## src/design/pm_pkg.sv

```systemverilog
`default_nettype none

package pm_pkg;

    typedef logic [15:0] word_t;
    typedef logic [15:0] addr_t;

    localparam addr_t WORD_BYTES = 16'd2;

    // destination codes for the result register
    localparam word_t DEST_STATUS = 16'h8000;
    localparam word_t DEST_R1     = 16'h0001;
    localparam word_t RESULT_FAIL = 16'h0000;

    // which table field sm_data carries
    typedef enum logic [2:0] {
        REQ_NONE      = 3'd0,
        REQ_PUB_START = 3'd1,
        REQ_PUB_END   = 3'd2,
        REQ_SEC_START = 3'd3,
        REQ_SEC_END   = 3'd4,
        REQ_ID        = 3'd5
    } sm_req_t;

    typedef enum logic [3:0] {
        IDLE,
        CHECK_SM,
        CLEAR_CODE_INIT1,
        CLEAR_CODE_INIT2,
        CLEAR_CODE,
        CLEAR_DATA_INIT1,
        CLEAR_DATA_INIT2,
        CLEAR_DATA,
        FAIL,
        SUCCESS,
        WAIT
    } ctrl_state_t;

endpackage

`default_nettype wire
```

## src/design/pm_control.sv

```systemverilog
`timescale 1ns/100ps
`default_nettype none

module pm_control (
    input  wire                clk,
    input  wire                reset,
    input  wire                start,
    input  wire                cmd_id,
    input  wire                cmd_id_prev,
    input  wire                cmd_disable,
    input  wire                irq_pnd,
    input  wire pm_pkg::word_t pc,
    input  wire pm_pkg::word_t r15,
    input  wire pm_pkg::word_t sm_data,
    input  wire pm_pkg::word_t sm_prev_id,
    input  wire                sm_data_select_valid,
    input  wire                caller_valid,
    output logic               busy,
    output pm_pkg::sm_req_t    sm_request,
    output pm_pkg::word_t      sm_data_select,
    output logic               mb_en,
    output logic [1:0]         mb_wr,
    output pm_pkg::addr_t      mab,
    output pm_pkg::word_t      data_out,
    output logic               reg_write,
    output pm_pkg::word_t      dest_reg,
    output pm_pkg::word_t      reg_data_out,
    output logic               stat_z,
    output logic               stat_wr
);

    logic sm_valid;
    logic range_done;
    logic walk_init;
    logic walk_limit_init;
    logic walk_inc;
    logic set_result;
    logic result_fail;

    // only clears are written
    assign data_out = '0;

    control_fsm u_fsm (
        .clk             (clk),
        .reset           (reset),
        .start           (start),
        .cmd_id          (cmd_id),
        .cmd_id_prev     (cmd_id_prev),
        .cmd_disable     (cmd_disable),
        .irq_pnd         (irq_pnd),
        .sm_valid        (sm_valid),
        .range_done      (range_done),
        .busy            (busy),
        .sm_request      (sm_request),
        .walk_init       (walk_init),
        .walk_limit_init (walk_limit_init),
        .walk_inc        (walk_inc),
        .mb_en           (mb_en),
        .mb_wr           (mb_wr),
        .set_result      (set_result),
        .result_fail     (result_fail)
    );

    range_walker u_walker (
        .clk             (clk),
        .walk_init       (walk_init),
        .walk_limit_init (walk_limit_init),
        .walk_inc        (walk_inc),
        .sm_data         (sm_data),
        .mab             (mab),
        .range_done      (range_done)
    );

    sm_select u_select (
        .clk                  (clk),
        .reset                (reset),
        .cmd_id               (cmd_id),
        .cmd_id_prev          (cmd_id_prev),
        .cmd_disable          (cmd_disable),
        .sm_data_select_valid (sm_data_select_valid),
        .caller_valid         (caller_valid),
        .pc                   (pc),
        .r15                  (r15),
        .sm_data_select       (sm_data_select),
        .sm_valid             (sm_valid)
    );

    result_writer u_result (
        .clk          (clk),
        .reset        (reset),
        .set_result   (set_result),
        .result_fail  (result_fail),
        .irq_pnd      (irq_pnd),
        .cmd_id_prev  (cmd_id_prev),
        .cmd_disable  (cmd_disable),
        .sm_data      (sm_data),
        .sm_prev_id   (sm_prev_id),
        .r15          (r15),
        .reg_write    (reg_write),
        .dest_reg     (dest_reg),
        .reg_data_out (reg_data_out),
        .stat_z       (stat_z),
        .stat_wr      (stat_wr)
    );

endmodule

`default_nettype wire

```

## src/design/control_fsm.sv

```systemverilog
`timescale 1ns/100ps
`default_nettype none

module control_fsm (
    input  wire              clk,
    input  wire              reset,
    input  wire              start,
    input  wire              cmd_id,
    input  wire              cmd_id_prev,
    input  wire              cmd_disable,
    input  wire              irq_pnd,
    input  wire              sm_valid,
    input  wire              range_done,
    output logic             busy,
    output pm_pkg::sm_req_t  sm_request,
    output logic             walk_init,
    output logic             walk_limit_init,
    output logic             walk_inc,
    output logic             mb_en,
    output logic [1:0]       mb_wr,
    output logic             set_result,
    output logic             result_fail
);

    pm_pkg::ctrl_state_t state;
    pm_pkg::ctrl_state_t next_state;
    logic                irq_abort;

    // lookup and result states run to completion
    assign irq_abort = irq_pnd && (state != pm_pkg::IDLE) && (state != pm_pkg::CHECK_SM)
                       && (state != pm_pkg::FAIL) && (state != pm_pkg::SUCCESS);

    always_comb
    begin
        next_state = pm_pkg::IDLE;
        if (irq_abort)
            next_state = pm_pkg::FAIL;
        else
        begin
            case (state)
                pm_pkg::IDLE:
                    next_state = start ? pm_pkg::CHECK_SM : pm_pkg::IDLE;
                pm_pkg::CHECK_SM:
                begin
                    if (!sm_valid)
                        next_state = pm_pkg::FAIL;
                    else if (cmd_id || cmd_id_prev)
                        next_state = pm_pkg::SUCCESS;
                    else if (cmd_disable)
                        next_state = pm_pkg::CLEAR_CODE_INIT1;
                    else
                        next_state = pm_pkg::FAIL;
                end
                pm_pkg::CLEAR_CODE_INIT1: next_state = pm_pkg::CLEAR_CODE_INIT2;
                pm_pkg::CLEAR_CODE_INIT2: next_state = pm_pkg::CLEAR_CODE;
                pm_pkg::CLEAR_CODE:
                    next_state = range_done ? pm_pkg::CLEAR_DATA_INIT1 : pm_pkg::CLEAR_CODE;
                pm_pkg::CLEAR_DATA_INIT1: next_state = pm_pkg::CLEAR_DATA_INIT2;
                pm_pkg::CLEAR_DATA_INIT2: next_state = pm_pkg::CLEAR_DATA;
                pm_pkg::CLEAR_DATA:
                    next_state = range_done ? pm_pkg::SUCCESS : pm_pkg::CLEAR_DATA;
                pm_pkg::SUCCESS:
                    next_state = cmd_disable ? pm_pkg::WAIT : pm_pkg::IDLE;
                default:
                    next_state = pm_pkg::IDLE;
            endcase
        end
    end

    always_ff @(posedge clk)
    begin
        if (reset)
            state <= pm_pkg::IDLE;
        else
            state <= next_state;
    end

    always_comb
    begin
        sm_request      = pm_pkg::REQ_NONE;
        walk_init       = 1'b0;
        walk_limit_init = 1'b0;
        walk_inc        = 1'b0;
        mb_en           = 1'b0;
        mb_wr           = 2'b00;
        set_result      = 1'b0;
        result_fail     = 1'b0;
        // range setup and writes belong to the state being entered
        case (next_state)
            pm_pkg::CLEAR_CODE_INIT1:
            begin
                sm_request = pm_pkg::REQ_PUB_START;
                walk_init  = 1'b1;
            end
            pm_pkg::CLEAR_CODE_INIT2:
            begin
                sm_request      = pm_pkg::REQ_PUB_END;
                walk_limit_init = 1'b1;
            end
            pm_pkg::CLEAR_DATA_INIT1:
            begin
                sm_request = pm_pkg::REQ_SEC_START;
                walk_init  = 1'b1;
            end
            pm_pkg::CLEAR_DATA_INIT2:
            begin
                sm_request      = pm_pkg::REQ_SEC_END;
                walk_limit_init = 1'b1;
            end
            pm_pkg::CLEAR_CODE, pm_pkg::CLEAR_DATA:
            begin
                mb_en    = 1'b1;
                mb_wr    = 2'b11;
                walk_inc = 1'b1;
            end
            default:
                ;
        endcase
        // result capture lines up with the id request of the current state
        if (state == pm_pkg::SUCCESS)
        begin
            set_result = 1'b1;
            if (cmd_id)
                sm_request = pm_pkg::REQ_ID;
        end
        else if (state == pm_pkg::FAIL)
        begin
            set_result  = 1'b1;
            result_fail = 1'b1;
        end
    end

    assign busy = (state != pm_pkg::IDLE);

endmodule

`default_nettype wire

```

## src/design/result_writer.sv

```systemverilog
`timescale 1ns/100ps
`default_nettype none

module result_writer (
    input  wire                clk,
    input  wire                reset,
    input  wire                set_result,
    input  wire                result_fail,
    input  wire                irq_pnd,
    input  wire                cmd_id_prev,
    input  wire                cmd_disable,
    input  wire pm_pkg::word_t sm_data,
    input  wire pm_pkg::word_t sm_prev_id,
    input  wire pm_pkg::word_t r15,
    output logic               reg_write,
    output pm_pkg::word_t      dest_reg,
    output pm_pkg::word_t      reg_data_out,
    output logic               stat_z,
    output logic               stat_wr
);

    pm_pkg::word_t dest_val;
    pm_pkg::word_t data_val;

    always_comb
    begin
        dest_val = pm_pkg::DEST_STATUS;
        data_val = sm_data;
        if (result_fail)
            data_val = pm_pkg::RESULT_FAIL;
        else if (cmd_disable)
        begin
            dest_val = pm_pkg::DEST_R1;
            data_val = r15;
        end
        else if (cmd_id_prev)
            data_val = sm_prev_id;
    end

    always_ff @(posedge clk)
    begin
        if (reset)
        begin
            reg_write <= 1'b0;
            stat_wr   <= 1'b0;
            stat_z    <= 1'b0;
        end
        else
        begin
            reg_write <= set_result;
            stat_wr   <= set_result;
            // zero flag separates an irq abort from a failed lookup
            stat_z    <= set_result && result_fail && irq_pnd;
        end
    end

    always_ff @(posedge clk)
    begin
        if (set_result)
        begin
            dest_reg     <= dest_val;
            reg_data_out <= data_val;
        end
    end

endmodule

`default_nettype wire

```

## src/design/sm_select.sv

```systemverilog
`timescale 1ns/100ps
`default_nettype none

module sm_select (
    input  wire                clk,
    input  wire                reset,
    input  wire                cmd_id,
    input  wire                cmd_id_prev,
    input  wire                cmd_disable,
    input  wire                sm_data_select_valid,
    input  wire                caller_valid,
    input  wire pm_pkg::word_t pc,
    input  wire pm_pkg::word_t r15,
    output pm_pkg::word_t      sm_data_select,
    output logic               sm_valid
);

    logic id_ok;
    logic disable_ok;

    // disable looks up the caller, the queries look at r15
    always_comb
    begin
        if (cmd_disable)
            sm_data_select = pc;
        else
            sm_data_select = r15;
    end

    assign id_ok      = cmd_id && sm_data_select_valid;
    assign disable_ok = cmd_disable && caller_valid;

    // prev-caller query needs no lookup
    always_ff @(posedge clk)
    begin
        if (reset)
            sm_valid <= 1'b0;
        else
            sm_valid <= cmd_id_prev || id_ok || disable_ok;
    end

endmodule

`default_nettype wire

```

## src/design/range_walker.sv

```systemverilog
`timescale 1ns/100ps
`default_nettype none

module range_walker (
    input  wire                clk,
    input  wire                walk_init,
    input  wire                walk_limit_init,
    input  wire                walk_inc,
    input  wire pm_pkg::word_t sm_data,
    output pm_pkg::addr_t      mab,
    output logic               range_done
);

    pm_pkg::addr_t addr_q;
    pm_pkg::addr_t limit_q;

    // word address of the next write
    always_ff @(posedge clk)
    begin
        if (walk_init)
            addr_q <= pm_pkg::addr_t'(sm_data);
        else if (walk_inc)
            addr_q <= addr_q + pm_pkg::WORD_BYTES;
    end

    // end bound is exclusive
    always_ff @(posedge clk)
    begin
        if (walk_limit_init)
            limit_q <= pm_pkg::addr_t'(sm_data);
    end

    assign mab        = addr_q;
    assign range_done = (addr_q >= limit_q);

endmodule

`default_nettype wire

```

## config.mk

```make
export PLATFORM = sky130hd
export DESIGN_NAME = pm_control
export DESIGN_NICKNAME = d
export VERILOG_FILES = /design/src/design/pm_pkg.sv /design/src/design/pm_control.sv /design/src/design/control_fsm.sv /design/src/design/result_writer.sv /design/src/design/sm_select.sv /design/src/design/range_walker.sv
export SDC_FILE = /design/constraint.sdc
export NUM_CORES = 1
export LEC_CHECK = 0
export ABC_AREA = 1
export BUFFER_PORTS_ARGS = -buffer_cell sky130_fd_sc_hd__buf_2
export CORE_MARGIN = 2
export CORE_UTILIZATION = 50
export DETAILED_ROUTE_END_ITERATION = 10
export GPL_TIMING_DRIVEN = 0
export PLACE_DENSITY = 0.94
export SYNTH_ARGS = -nofsm -noshare
export SYNTH_HDL_FRONTEND = slang
export SYNTH_SLANG_ARGS = --single-unit
```

## constraint.sdc

```tcl
create_clock -name clk -period 4.15 [get_ports clk]
set_input_delay 0 -clock clk [delete_from_list [all_inputs] [get_ports clk]]
set_output_delay 0 -clock clk [all_outputs]
set_load 0.02 [all_outputs]
```

* Word level (Yosys, flattened, before mapping)
Index checks and enable logic that the tools add are counted.
** Word-level totals
- Memories :: 0
- ROM bits :: 0
- Input port bits :: 73
- Word-level logic and storage cells :: 70
- Bits in latches :: 0
- Register bits after elaboration :: 71
- Output and inout bits :: 90
- Memory bits (writable) :: 0
** Cells by class
- $lt $le $gt $ge :: 1
- Shift operators :: 0
- Add/sub/neg operators :: 1
- Div/mod/pow operators :: 0
- Mux-type cells :: 25
- Bitwise operators :: 0
- Reduce and logical (&&, ||, !) cells :: 17
- Eq/ne operators :: 18
- Multiply operators :: 0
** Operator list (number)
- $mux W16 :: 6
- $pmux W4 S9 :: 1
- $eq A4 B3 Y1 const B :: 8
- $mux W4 :: 6
- $add A16 B2 Y16 const B :: 1
- $eq A4 B2 Y1 const B :: 4
- $ge A16 B16 Y1 :: 1
- $pmux W3 S4 :: 1
- $eq A4 B4 Y1 const B :: 2
- $logic_and A1 B1 Y1 :: 8
- $mux W1 :: 8
- $ne A4 B4 Y1 const B :: 2
- $mux W3 :: 2
- $reduce_or A2 Y1 :: 3
- $eq A4 B1 Y1 const B :: 1
- $logic_not A4 Y1 :: 1
- $ne A4 B1 Y1 const B :: 1
- $reduce_bool A4 Y1 :: 1
- $logic_or A1 B1 Y1 :: 3
- $mux W2 :: 1
- $reduce_bool A2 Y1 :: 1

* Logic depth before layout (Yosys ltp)
Gate-level depths: netlist of the first run.
- Word-level depth :: 11
- Mapped depth :: 20
- Gate-level depth less buffers :: 19

* Cells and area by module
Synthesis of the first run repeated with hierarchy kept, for this count alone.
** Second synthesis, totals
- Cells, all modules :: 539
- Area total of the unflattened synthesis :: 4055.1 um^2
** By module, submodules not included
- range_walker :: instances 1, cells an instance 213, seq. area each 960.9 um^2, area an instance 1928.1 um^2
- result_writer :: instances 1, cells an instance 163, seq. area each 580.6 um^2, area an instance 1228.7 um^2
- control_fsm :: instances 1, cells an instance 87, seq. area each 80.1 um^2, area an instance 506.7 um^2
- sm_select :: instances 1, cells an instance 59, seq. area each 20.0 um^2, area an instance 267.8 um^2
- pm_control :: instances 1, cells an instance 17, seq. area each 0.0 um^2, area an instance 123.9 um^2

* Least setup slack after synthesis of the first run
OpenSTA, ideal clock, no wires.
- Kind :: flip-flop to flip-flop
- Start :: reg u_walker.addr_q[3], in the netlist u_walker.mab[3]
- End :: reg u_walker.addr_q[10], in the netlist u_walker.mab[10] (enable)
- Data required time :: 3784 ps
- Slack :: 1575 ps
- Arrival :: 2208 ps
- Period minus slack after synthesis :: 2575 ps
- Path buffers :: 0
- Library setup time :: 366 ps
- Stages on the path, launching flop included :: 18
- Path through :: edfxtp_1 > ha_1 > nand2_1 > nor2_1 > nor2_1 > nand2_1 > nand2_1 > nand2_1 > nand2_1 > nand2_1 > nand2_1 > nand2_1 > nand2_2 > nor2_4 > nand2_4 > nand2_8 > inv_1 > nand2_1
** Between the ends
- Word-level cells in the longest chain between the ends :: 8
- Elaborated cells between the ends (all ways) :: 14
- Classes of those cells :: 1 x order compare; 4 x eq/ne; 6 x mux; 3 x reduce/logical
** Ends and longest elaborated chain
- start, declared :: line range_walker.sv:14 : pm_pkg::addr_t addr_q;
- start signal, assigned :: line range_walker.sv:21 : addr_q <= pm_pkg::addr_t'(sm_data);
- start signal, assigned :: line range_walker.sv:23 : addr_q <= addr_q + pm_pkg::WORD_BYTES;
- $ge A16 B16 Y1 * :: line range_walker.sv:34 : assign range_done = (addr_q >= limit_q);
- $mux W1 or $mux W4 (tied branches) :: line control_fsm.sv:57, control_fsm.sv:61
- $pmux W4 S9 * :: line control_fsm.sv:40 : case (state)
- $mux W4 * :: line control_fsm.sv:36 : if (irq_abort)
- $eq A4 B3 Y1 or $eq A4 B2 Y1 (tied branches) :: line control_fsm.sv:89 : case (next_state)
- $reduce_or A2 Y1, on equally long branches
- $mux W1 :: line control_fsm.sv:89
- $reduce_bool A2 Y1 (no source line) *
Mark *: on every way between the ends. The rest lies on a longest branch, timed or not.
A chain may end at the register's enable or synchronous reset.

* Worst setup path after layout of the first run
- Start :: reg u_walker.addr_q[11], in the netlist u_walker.mab[11]
- End :: reg u_walker.addr_q[2], in the netlist u_walker.mab[2] (enable)
The elaborated chain is that of the path after synthesis.

==> results of run 1 <==
[final timing paths]
kind                                                 start                                     end  slack, ns  cells past startpoint
worst min register to register   u_fsm.state[3]$_SDFF_PP0_           u_result.reg_write$_SDFF_PP0_       0.60                      2
worst max-delay path            u_walker.mab[11]$_DFFE_PP_               u_walker.mab[2]$_DFFE_PP_       1.08                     12
worst min-delay path                                r15[5]  u_result.reg_data_out[5]$_SDFFCE_PP0P_       0.01                      3
worst max register to register  u_walker.mab[11]$_DFFE_PP_               u_walker.mab[2]$_DFFE_PP_       1.08                     12
[metrics by stage]
step                util [%]  power, mW  cell area (µm²)
floorplan                  -      0.869             3820
global placement        63.7      0.963             4600
detailed placement      63.7      0.971             4600
CTS                     69.5       1.53             5010
global route            69.5       1.59             5010
finish                  69.5       1.53             5010
[cell usage after synthesis, drive strengths merged, types with 7 or more instances]
cell type,count,share of area [%]
nand2,94,11
inv,65,6.6
nor2,56,6.0
edfxtp,50,40
buf,36,7.5
nand3,27,3.8
o21ai,21,2.8
ha,17,5.7
o32ai,15,3.5
a21oi,11,1.5
clkbuf,9,0.91
dfxtp,7,3.8
xor2,7,1.7
[where the power goes]
part	switching (mW)	internal, mW	leakage, nW
registers	0.0119	0.654	0.509
clock network	0.215	0.335	0.0997
logic	0.196	0.119	1.96
total	0.423	1.11	2.57
[area by class of cell]
class / instances / area share [%]
Tap cell: 99 / 2.47
Timing Repair Buffer: 151 / 17.2
Clock inverter: 4 / 1.35
Inverter: 68 / 5.09
Buffer: 45 / 6.27
Clock buffer: 12 / 2.70
Multi-Input combinational cell: 299 / 32.2
Sequential cell: 57 / 32.8
[tightest hold or removal path: stages]
cell and delay (ns):
buf_2 0.07, inv_1 0.04, o32ai_1 0.11
[timing repair]
| action | 4_1_cts | 5_1_grt |
|---|---|---|
| hold buffers | 21 | 0 |
| endpoints found under the setup margin | 0 | 0 |
| hold endpoints to repair | 37 | 0 |
[layout by cell type, fill, tap and decap left out, types with 7 or more instances in the layout]
master / netlist / routed
nor2_1: 53 / 53
buf_4: 34 / 34
xor2_1: 7 / 7
a21oi_1: 11 / 11
nand2_2: 14 / 14
ha_1: 17 / 17
dlygate4sd3_1: 0 / 21
nand3_1: 26 / 26
clkbuf_1: 9 / 12
conb_1: 1 / 30
inv_1: 59 / 59
nand2_1: 78 / 78
buf_2: 1 / 131
dfxtp_1: 7 / 7
o21ai_0: 21 / 21
o32ai_1: 15 / 15
clkbuf_8: 0 / 9
edfxtp_1: 50 / 50
[logic make-up after synthesis]
| group | synth area share [%] |
|---|---|
| other | 0.101 |
| AO/OA/AOI/OAI | 9.73 |
| XOR/XNOR | 2.59 |
| AND/OR/NAND/NOR | 22.3 |
| flip-flops | 44.2 |
| buffers and inverters | 15.3 |
| adder cells (fa/ha/maj) | 5.73 |
[layer usage]
metal  wire, µm  part of all wire, %  vias to the layer above
met5          0                    0                        -
met4        417                  3.9                        0
met3        902                  8.4                       38
met2       5350                   50                      231
met1       4050                   38                     1664
li1           -                    -                     1772
==> results.toml, run 1 <==
[yosys]
synth-async-reset-ratio_pct = 0
syn_area_um2 = 3710
synthFlopType = "edfxtp_1"
yosysSeqAreaShare_pct = 44.2
synth_cell_types = 36
synth-edff-count = 50
ys_warn_count = 0
postSynthAreaPerCell_um2 = 8.44
ys_seq_elements = 57
synthCells = 440

[global_route]
grt_use_total_pct = 26.7
grt_max_degree = 19
met1_usage_pct = 30.6
grt_overflow = 0
grt_use_met3_pct = 5.70
top_usage_layer = "met2"
grt_pass1_wl_um = 17200
grt_pass1_vias = 3713
antenna_found_initial = 0
grt_util_met2_pct = 47.1

[cells_and_area]
drive_gt1_share_pct = 32.4
seq_area_um2 = 1640
fin_nets = 721
syn2layout_area_growth_pct = 34.9
fillCellCount = 580
multi_input_area_um2 = 1610
diodes = 0
layout.cells.non_filler = 735

[placement]
gp_congestion = 0.933
place_hpwl_um = 8050
placement.setup.worst_slack_ns = 1.16
portBuffers = 130
placed_cells = 698

[sta]
period_needed_ns = 3.07
rsz0062_at_grt = "false"
hold_violations = 0
fin_tns_setup_ns = 0
finalMaxSlewViolations = 0
hold_ws_ns = 0.00957
skew_ns = 0.0112
layout_setup_ws_ns = 1.08
slew_headroom_pct = 46.3
finalCritPeriodShare_pct = 73.9
max_freq_mhz = 326
worstMarginPinSlew_ns = 0.804
setup_viol = 0

[worst_setup_path]
critPathSlowestCell = "nand2_1"
path_cells = "ha_1, a21oi_1, o21ai_0, a21oi_1, nand3_1, nand3_1, nand2_1, inv_2, nand2_4, nand2_8, inv_1, nand2_1"
cpPeakStageDelay_ns = 0.51
worstPathArrival_ns = 3.04
crit_family = "simple AND/OR/NAND/NOR gates"
end_kind = "register"
crit_buf_inv = 2
worstPathRequired_ns = 4.12
crit_type = "reg2reg"
worst-path-max-fanout = 15
cp-start-kind = "register"

[drt]
vias = 3705
antenna_left = 0
drc = 0
drt_iter0_drc = 266
drt_wl_total_um = 10700
wire_per_inst_um = 14.6
firstDrtPassIters = 5
viasPerCell = 5.04

[clocking]
cts_resized = 0
clk_pin_slew_ns = 0.06
cts_sinks = 57
clock_latency_ns = 0.34
cts_buffers = 9
cts_max_level = 3
post-cts-setup-buffers = 0
cts.path.max_buffers = 2
root_buffer = "clkbuf_8"
cts_tree = "yes"

[min_path]
hp-class = "in2reg"

[status]
outcome = "complete, no violations"

[job]
drv_cap = 0

[die]
core-area_um2 = 7210
die_area_um2 = 8140
rows = 31
initial_core_util_pct = 51.5
pin_count = 163
die_w_um = 90.2
die_h_um = 90.2

[power]
p_per_area_nw_per_um2 = 306
p_leak_nw = 2.57
peakVddDrop_mv = 0.189
No activity file was read; power rests on OpenSTA's default activity.
==> run 2: changes to the inputs <==
--- a/config.mk
+++ b/config.mk
@@ -8,10 +8,10 @@
 export ABC_AREA = 1
 export BUFFER_PORTS_ARGS = -buffer_cell sky130_fd_sc_hd__buf_2
 export CORE_MARGIN = 2
-export CORE_UTILIZATION = 50
+export CORE_UTILIZATION = 43
 export DETAILED_ROUTE_END_ITERATION = 10
 export GPL_TIMING_DRIVEN = 0
-export PLACE_DENSITY = 0.94
+export PLACE_DENSITY = 0.87
 export SYNTH_ARGS = -nofsm -noshare
 export SYNTH_HDL_FRONTEND = slang
 export SYNTH_SLANG_ARGS = --single-unit
==> constraint.sdc (replaced) <==
create_clock -name clk -period 2.8 [get_ports clk]
set_input_delay 0 -clock clk [delete_from_list [all_inputs] [get_ports clk]]
set_output_delay 0 -clock clk [all_outputs]
set_load 0.02 [all_outputs]
==> run 2 against run 1 <==
Against the previous run:
- setup slack got worse by 0.98 ns
- sequential cell count stayed put
- worst hold slack improved by 0.0029 ns
- non-clock buffer count grew 5
- sequential power is 48% higher
- register-to-register slack worse by 0.91 ns
- count of clock-buffer cells in the layout is 1 lower
- largest cell class unchanged
- core utilization shrank 8.2 points
- routed wire length shrank 2.0%
- sequential share of layout area shrank 0.47 points
==> results.toml, run 2 (synthesis results as in run 1) <==
[sta]
worstMarginPinSlew_ns = 0.772
skew_ns = 0.0111
period_needed_ns = 2.69
slew_headroom_pct = 48.4
finalMaxSlewViolations = 0
hold_violations = 0
finalCritPeriodShare_pct = 96.2
fin_tns_setup_ns = 0
rsz0062_at_grt = "true"
setup_viol = 0
max_freq_mhz = 371
hold_ws_ns = 0.0124
layout_setup_ws_ns = 0.107

[die]
pin_count = 163
core-area_um2 = 8300
die_area_um2 = 9400
rows = 33
initial_core_util_pct = 44.8
die_w_um = 96.9
die_h_um = 96.9

[cells_and_area]
fin_nets = 726
layout.cells.most_common_list = "buf_2 (130), nand2_1 (76), inv_1 (59)"
fin_area_um2 = 5080
final_common_cell = "buf_2"
seq_area_um2 = 1640
multi_input_area_um2 = 1630
diodes = 0
drive_gt1_share_pct = 34.5
fillCellCount = 677
syn2layout_area_growth_pct = 36.8

[clocking]
cts_tree = "yes"
cts_sinks = 57
clk_pin_slew_ns = 0.08
cts.path.max_buffers = 2
root_buffer = "clkbuf_8"
clock_latency_ns = 0.33
cts_max_level = 3
cts_buffers = 9

[global_route]
antenna_found_initial = 0
grt_use_total_pct = 21.7
grt_pass1_wl_um = 16700
grt_overflow = 0
grt_pass1_vias = 3605
grt_max_degree = 19

[drt]
drt_iter0_drc = 175
antenna_left = 0
wire_per_inst_um = 14.1
vias = 3655
drc = 0
viasPerCell = 4.90
firstDrtPassIters = 4
drt_wl_total_um = 10500

[worst_setup_path]
crit_type = "reg2out"
worstPathRequired_ns = 2.80
end_kind = "output port"
worstPathArrival_ns = 2.69
cp-start-kind = "register"
worst-path-max-fanout = 10

[power]
p_leak_nw = 2.60
power_mw = 2.23
p_per_area_nw_per_um2 = 439
peakVddDrop_mv = 0.188

[status]
outcome = "complete, no violations"

[min_path]
hp-class = "in2reg"

[job]
drv_cap = 0

[placement]
portBuffers = 130
placement.setup.worst_slack_ns = -0.179
dpl_cell_area_um2 = 4610
place_hpwl_um = 8130
gp_congestion = 0.830
## run 2: changes by cell type in the layout (fill, tap and decap cells not counted)
cell,previous run,this run
bufinv_16,2,0
buf_4,34,41
nand3_2,1,2
clkbuf_1,12,9
clkinvlp_4,0,4
clkbuf_16,0,2
nand2_1,78,76
clkinv_1,5,3
nand3_1,26,25
buf_2,131,130
clkinv_2,0,1
dlygate4sd3_1,21,19
buf_6,0,1
nand2_4,1,3
## run 2: repair_timing
action | in CTS | in global routing
hold endpoints to repair | 34 | 0
buffers inserted | 0 | 7
pin swaps | 0 | 0
gates resized for setup | 3 | 4
hold buffers | 19 | 0
endpoints found under the setup margin | 32 | 35
## run 2: stage by stage
stage                     utilization (%)  std cells
final                                61.3        746
after global routing                 61.3        746
after CTS                            60.4        739
after detailed placement             55.5        704
after global placement               55.5        704
after floorplan                         -        469
## run 2: worst max-delay path, cell delays in order, from the launching register on
cell and delay, ns:
edfxtp_1 0.46, ha_1 0.35, a21oi_1 0.16, o21ai_0 0.12
a21oi_1 0.23, nand3_1 0.16, nand3_1 0.10, nand2_1 0.09
inv_2 0.12, nand2_4 0.12, buf_6 0.18, o211ai_1 0.09
buf_2 0.19
## run 2: final timing paths
| kind | from | endpoint | slack, ns | depth (start not counted) |
|---|---|---|---|---|
| setup / recovery | u_walker.mab[9]$_DFFE_PP_ | sm_request[0] | 0.11 | 12 |
| hold / removal | r15[3] | u_result.reg_data_out[3]$_SDFFCE_PP0P_ | 0.01 | 3 |
| setup reg to reg | u_walker.mab[9]$_DFFE_PP_ | u_walker.mab[10]$_DFFE_PP_ | 0.17 | 12 |
| hold reg to reg | u_fsm.state[3]$_SDFF_PP0_ | u_result.reg_write$_SDFF_PP0_ | 0.60 | 2 |
## run 2: area by class of cell
type | count | share of cell area [%]
Clock buffer | 11 | 3.42
Tap cell | 105 | 2.58
Clock inverter | 5 | 0.689
Buffer | 45 | 6.30
Multi-Input combinational cell | 299 | 32.1
Sequential cell | 57 | 32.3
Timing Repair Buffer | 156 | 17.6
Inverter | 68 | 5.02
## run 2: layer usage
layer  global-route usage (%)  routed length, µm  vias to the layer above
li1                         -                  -                     1781
met1                     25.8               4260                     1672
met2                     38.4               5320                      173
met3                     4.41                664                       29
met4                     8.78                255                        0
met5                        0                  0                        -
## run 2: power breakdown
group	switching [mW]	leakage [nW]	internal, mW
combinational	0.288	2.00	0.177
clock	0.355	0.0939	0.427
sequential	0.0167	0.509	0.969
total	0.659	2.60	1.57
==> run 3: changes to the inputs <==
--- a/config.mk
+++ b/config.mk
@@ -7,7 +7,7 @@
 export LEC_CHECK = 0
 export ABC_AREA = 1
 export BUFFER_PORTS_ARGS = -buffer_cell sky130_fd_sc_hd__buf_2
-export CORE_MARGIN = 2
+export CORE_MARGIN = 1
 export CORE_UTILIZATION = 43
 export DETAILED_ROUTE_END_ITERATION = 10
 export GPL_TIMING_DRIVEN = 0
==> run 3 against run 2 <==
Against the previous run:
- final area rose by 0.42%
- die area decreased by 4.1%
- routed wire length down 1.2%
- core utilization is 0.26 points higher
- register-to-register slack improved by 0.02 ns
- count of clock-buffer cells in the layout up 2
- largest cell class unchanged
- total power shrank 3.2%
- maximum frequency is 1.4% higher
- final cell count up 0.67%
- first-iteration DRC count increased by 36%
- sequential power about the same
==> results.toml, run 3 (synthesis results as in run 1) <==
[status]
outcome = "complete, no violations"

[worst_setup_path]
path_cells = "ha_1, a21oi_1, o21ai_0, a21oi_2, nand2_1, nand2_1, nand2_1, nand2_2, nor2_4, nand2_4, buf_6, o211ai_1, buf_4"
rr_endpoint = "u_walker.limit_q[13]$_DFFE_PP_"
critPathSlowestCell = "edfxtp_1"
crit_type = "reg2out"
end_kind = "output port"
worstReg2RegStart = "u_walker.mab[9]$_DFFE_PP_"
worstPathRequired_ns = 2.80
cp-start-kind = "register"
path_depth = 13
startpoint = "u_walker.mab[9]$_DFFE_PP_"
rrSetupSlack_ns = 0.19
worstPathArrival_ns = 2.66
worst-path-max-fanout = 10
cpPeakStageDelay_ns = 0.44
crit_end = "sm_request[0]"
cp_common_cell = "nand2_1"
reg2regPathDepth = 10
crit_family = "simple AND/OR/NAND/NOR gates"
crit_buf_inv = 2

[sta]
max_freq_mhz = 376
fin_tns_setup_ns = 0
layout_setup_ws_ns = 0.143
period_needed_ns = 2.66
hold_violations = 0
finalCritPeriodShare_pct = 94.9
worstMarginPinSlew_ns = 0.776
setup_viol = 0
finalMaxSlewViolations = 0
hold_ws_ns = 0.00257
skew_ns = 0.0139
slew_headroom_pct = 48.2

[placement]
placed_cells = 704
place_hpwl_um = 7980
portBuffers = 130
gp_congestion = 0.950
dpl_cell_area_um2 = 4610
placement.setup.worst_slack_ns = -0.176

[cells_and_area]
layout.cells.non_filler = 751
diodes = 0
fin_nets = 731
fin_area_um2 = 5100
syn2layout_area_growth_pct = 37.4
layout.cells.most_common_list = "buf_2 (129), nand2_1 (76), inv_1 (59)"
drive_gt1_share_pct = 35.0
final_common_cell = "buf_2"
utilization_pct = 61.5

[drt]
drc = 0
vias = 3679
antenna_left = 0
drt_iter0_drc = 238
viasPerCell = 4.90
wire_per_inst_um = 13.8
drt_wl_total_um = 10400
firstDrtPassIters = 7

[job]
drv_cap = 0

[clocking]
cts_sinks = 57
clk_pin_slew_ns = 0.07
cts_tree = "yes"
cts_buffers = 9
cts.path.max_buffers = 2
cts_max_level = 3
clock_latency_ns = 0.33
root_buffer = "clkbuf_8"

[die]
initial_core_util_pct = 44.8
die_w_um = 94.9
pin_count = 163
die_area_um2 = 9010
rows = 33
core-area_um2 = 8300
die_h_um = 94.9

[min_path]
hp-class = "in2reg"

[global_route]
grt_max_degree = 19
antenna_found_initial = 0
grt_pass1_vias = 3518
grt_pass1_wl_um = 15800
grt_use_total_pct = 23.0
grt_overflow = 0

[power]
p_leak_nw = 2.63
peakVddDrop_mv = 0.207
power_mw = 2.16
p_per_area_nw_per_um2 = 423
## run 3: cell count changes in the layout (fill, tap and decap cells not counted), moves of 2 or more
| cell | change |
|---|---|
| buf_4 | +5 |
| clkbuf_16 | -2 |
| clkbuf_8 | +3 |
| clkinv_2 | +2 |
| clkinvlp_4 | -4 |
## run 3: report_power, final
| group | internal, mW | leakage [nW] | total [mW] | switching (mW) |
|---|---|---|---|---|
| clock | 0.389 | 0.0992 | 0.707 | 0.317 |
| sequential | 0.969 | 0.509 | 0.986 | 0.0167 |
| combinational | 0.179 | 2.02 | 0.468 | 0.289 |
| total | 1.54 | 2.63 | 2.16 | 0.623 |
## run 3: per-layer routing
| metal | vias up | global-route usage, % | part of all wire (%) |
|---|---|---|---|
| met5 | - | 0 | 0 |
| met4 | 0 | 11.4 | 2.4 |
| met3 | 23 | 3.22 | 7.9 |
| met2 | 189 | 40.0 | 50 |
| met1 | 1682 | 27.7 | 40 |
| li1 | 1785 | - | - |
## run 3: worst min-delay path: cells and delay by family
family | cells | cell delay [ns]
compound gates | 1 | 0.10
buf+inv | 2 | 0.11
## run 3: how the worst min path moves through the flow
stage / depth (start not counted) / from / slack [ns] / endpoint
floorplan: 1 / reset / 0.07 / u_result.reg_write$_SDFF_PP0_
global placement: 1 / sm_data[0] / 0.22 / u_walker.limit_q[0]$_DFFE_PP_
detailed placement: 1 / sm_data[0] / 0.22 / u_walker.limit_q[0]$_DFFE_PP_
CTS: 3 / r15[12] / 0.002 / u_result.reg_data_out[12]$_SDFFCE_PP0P_
global route: 3 / r15[9] / 0.03 / u_result.reg_data_out[9]$_SDFFCE_PP0P_
finish: 3 / r15[12] / 0.003 / u_result.reg_data_out[12]$_SDFFCE_PP0P_
## run 3: layout make-up
cell class | instances | area (µm²)
well taps | 105 | 131
flip-flops and latches | 57 | 1640
clock inverters | 3 | 15.0
repair buffers | 161 | 936
inverters | 68 | 255
fillers | 697 | 3190
clock buffers | 13 | 169
plain buffers | 45 | 320
multi-input cells | 299 | 1640
## run 3: timing repair
| action | 4_1_cts | 5_1_grt |
|---|---|---|
| hold buffers | 20 | 0 |
| setup endpoints to repair | 33 | 35 |
| buffers inserted | 0 | 11 |
| gates resized for setup | 3 | 6 |
| hold endpoints to repair | 30 | 0 |
| gates cloned | 0 | 0 |
| pin swaps | 0 | 0 |
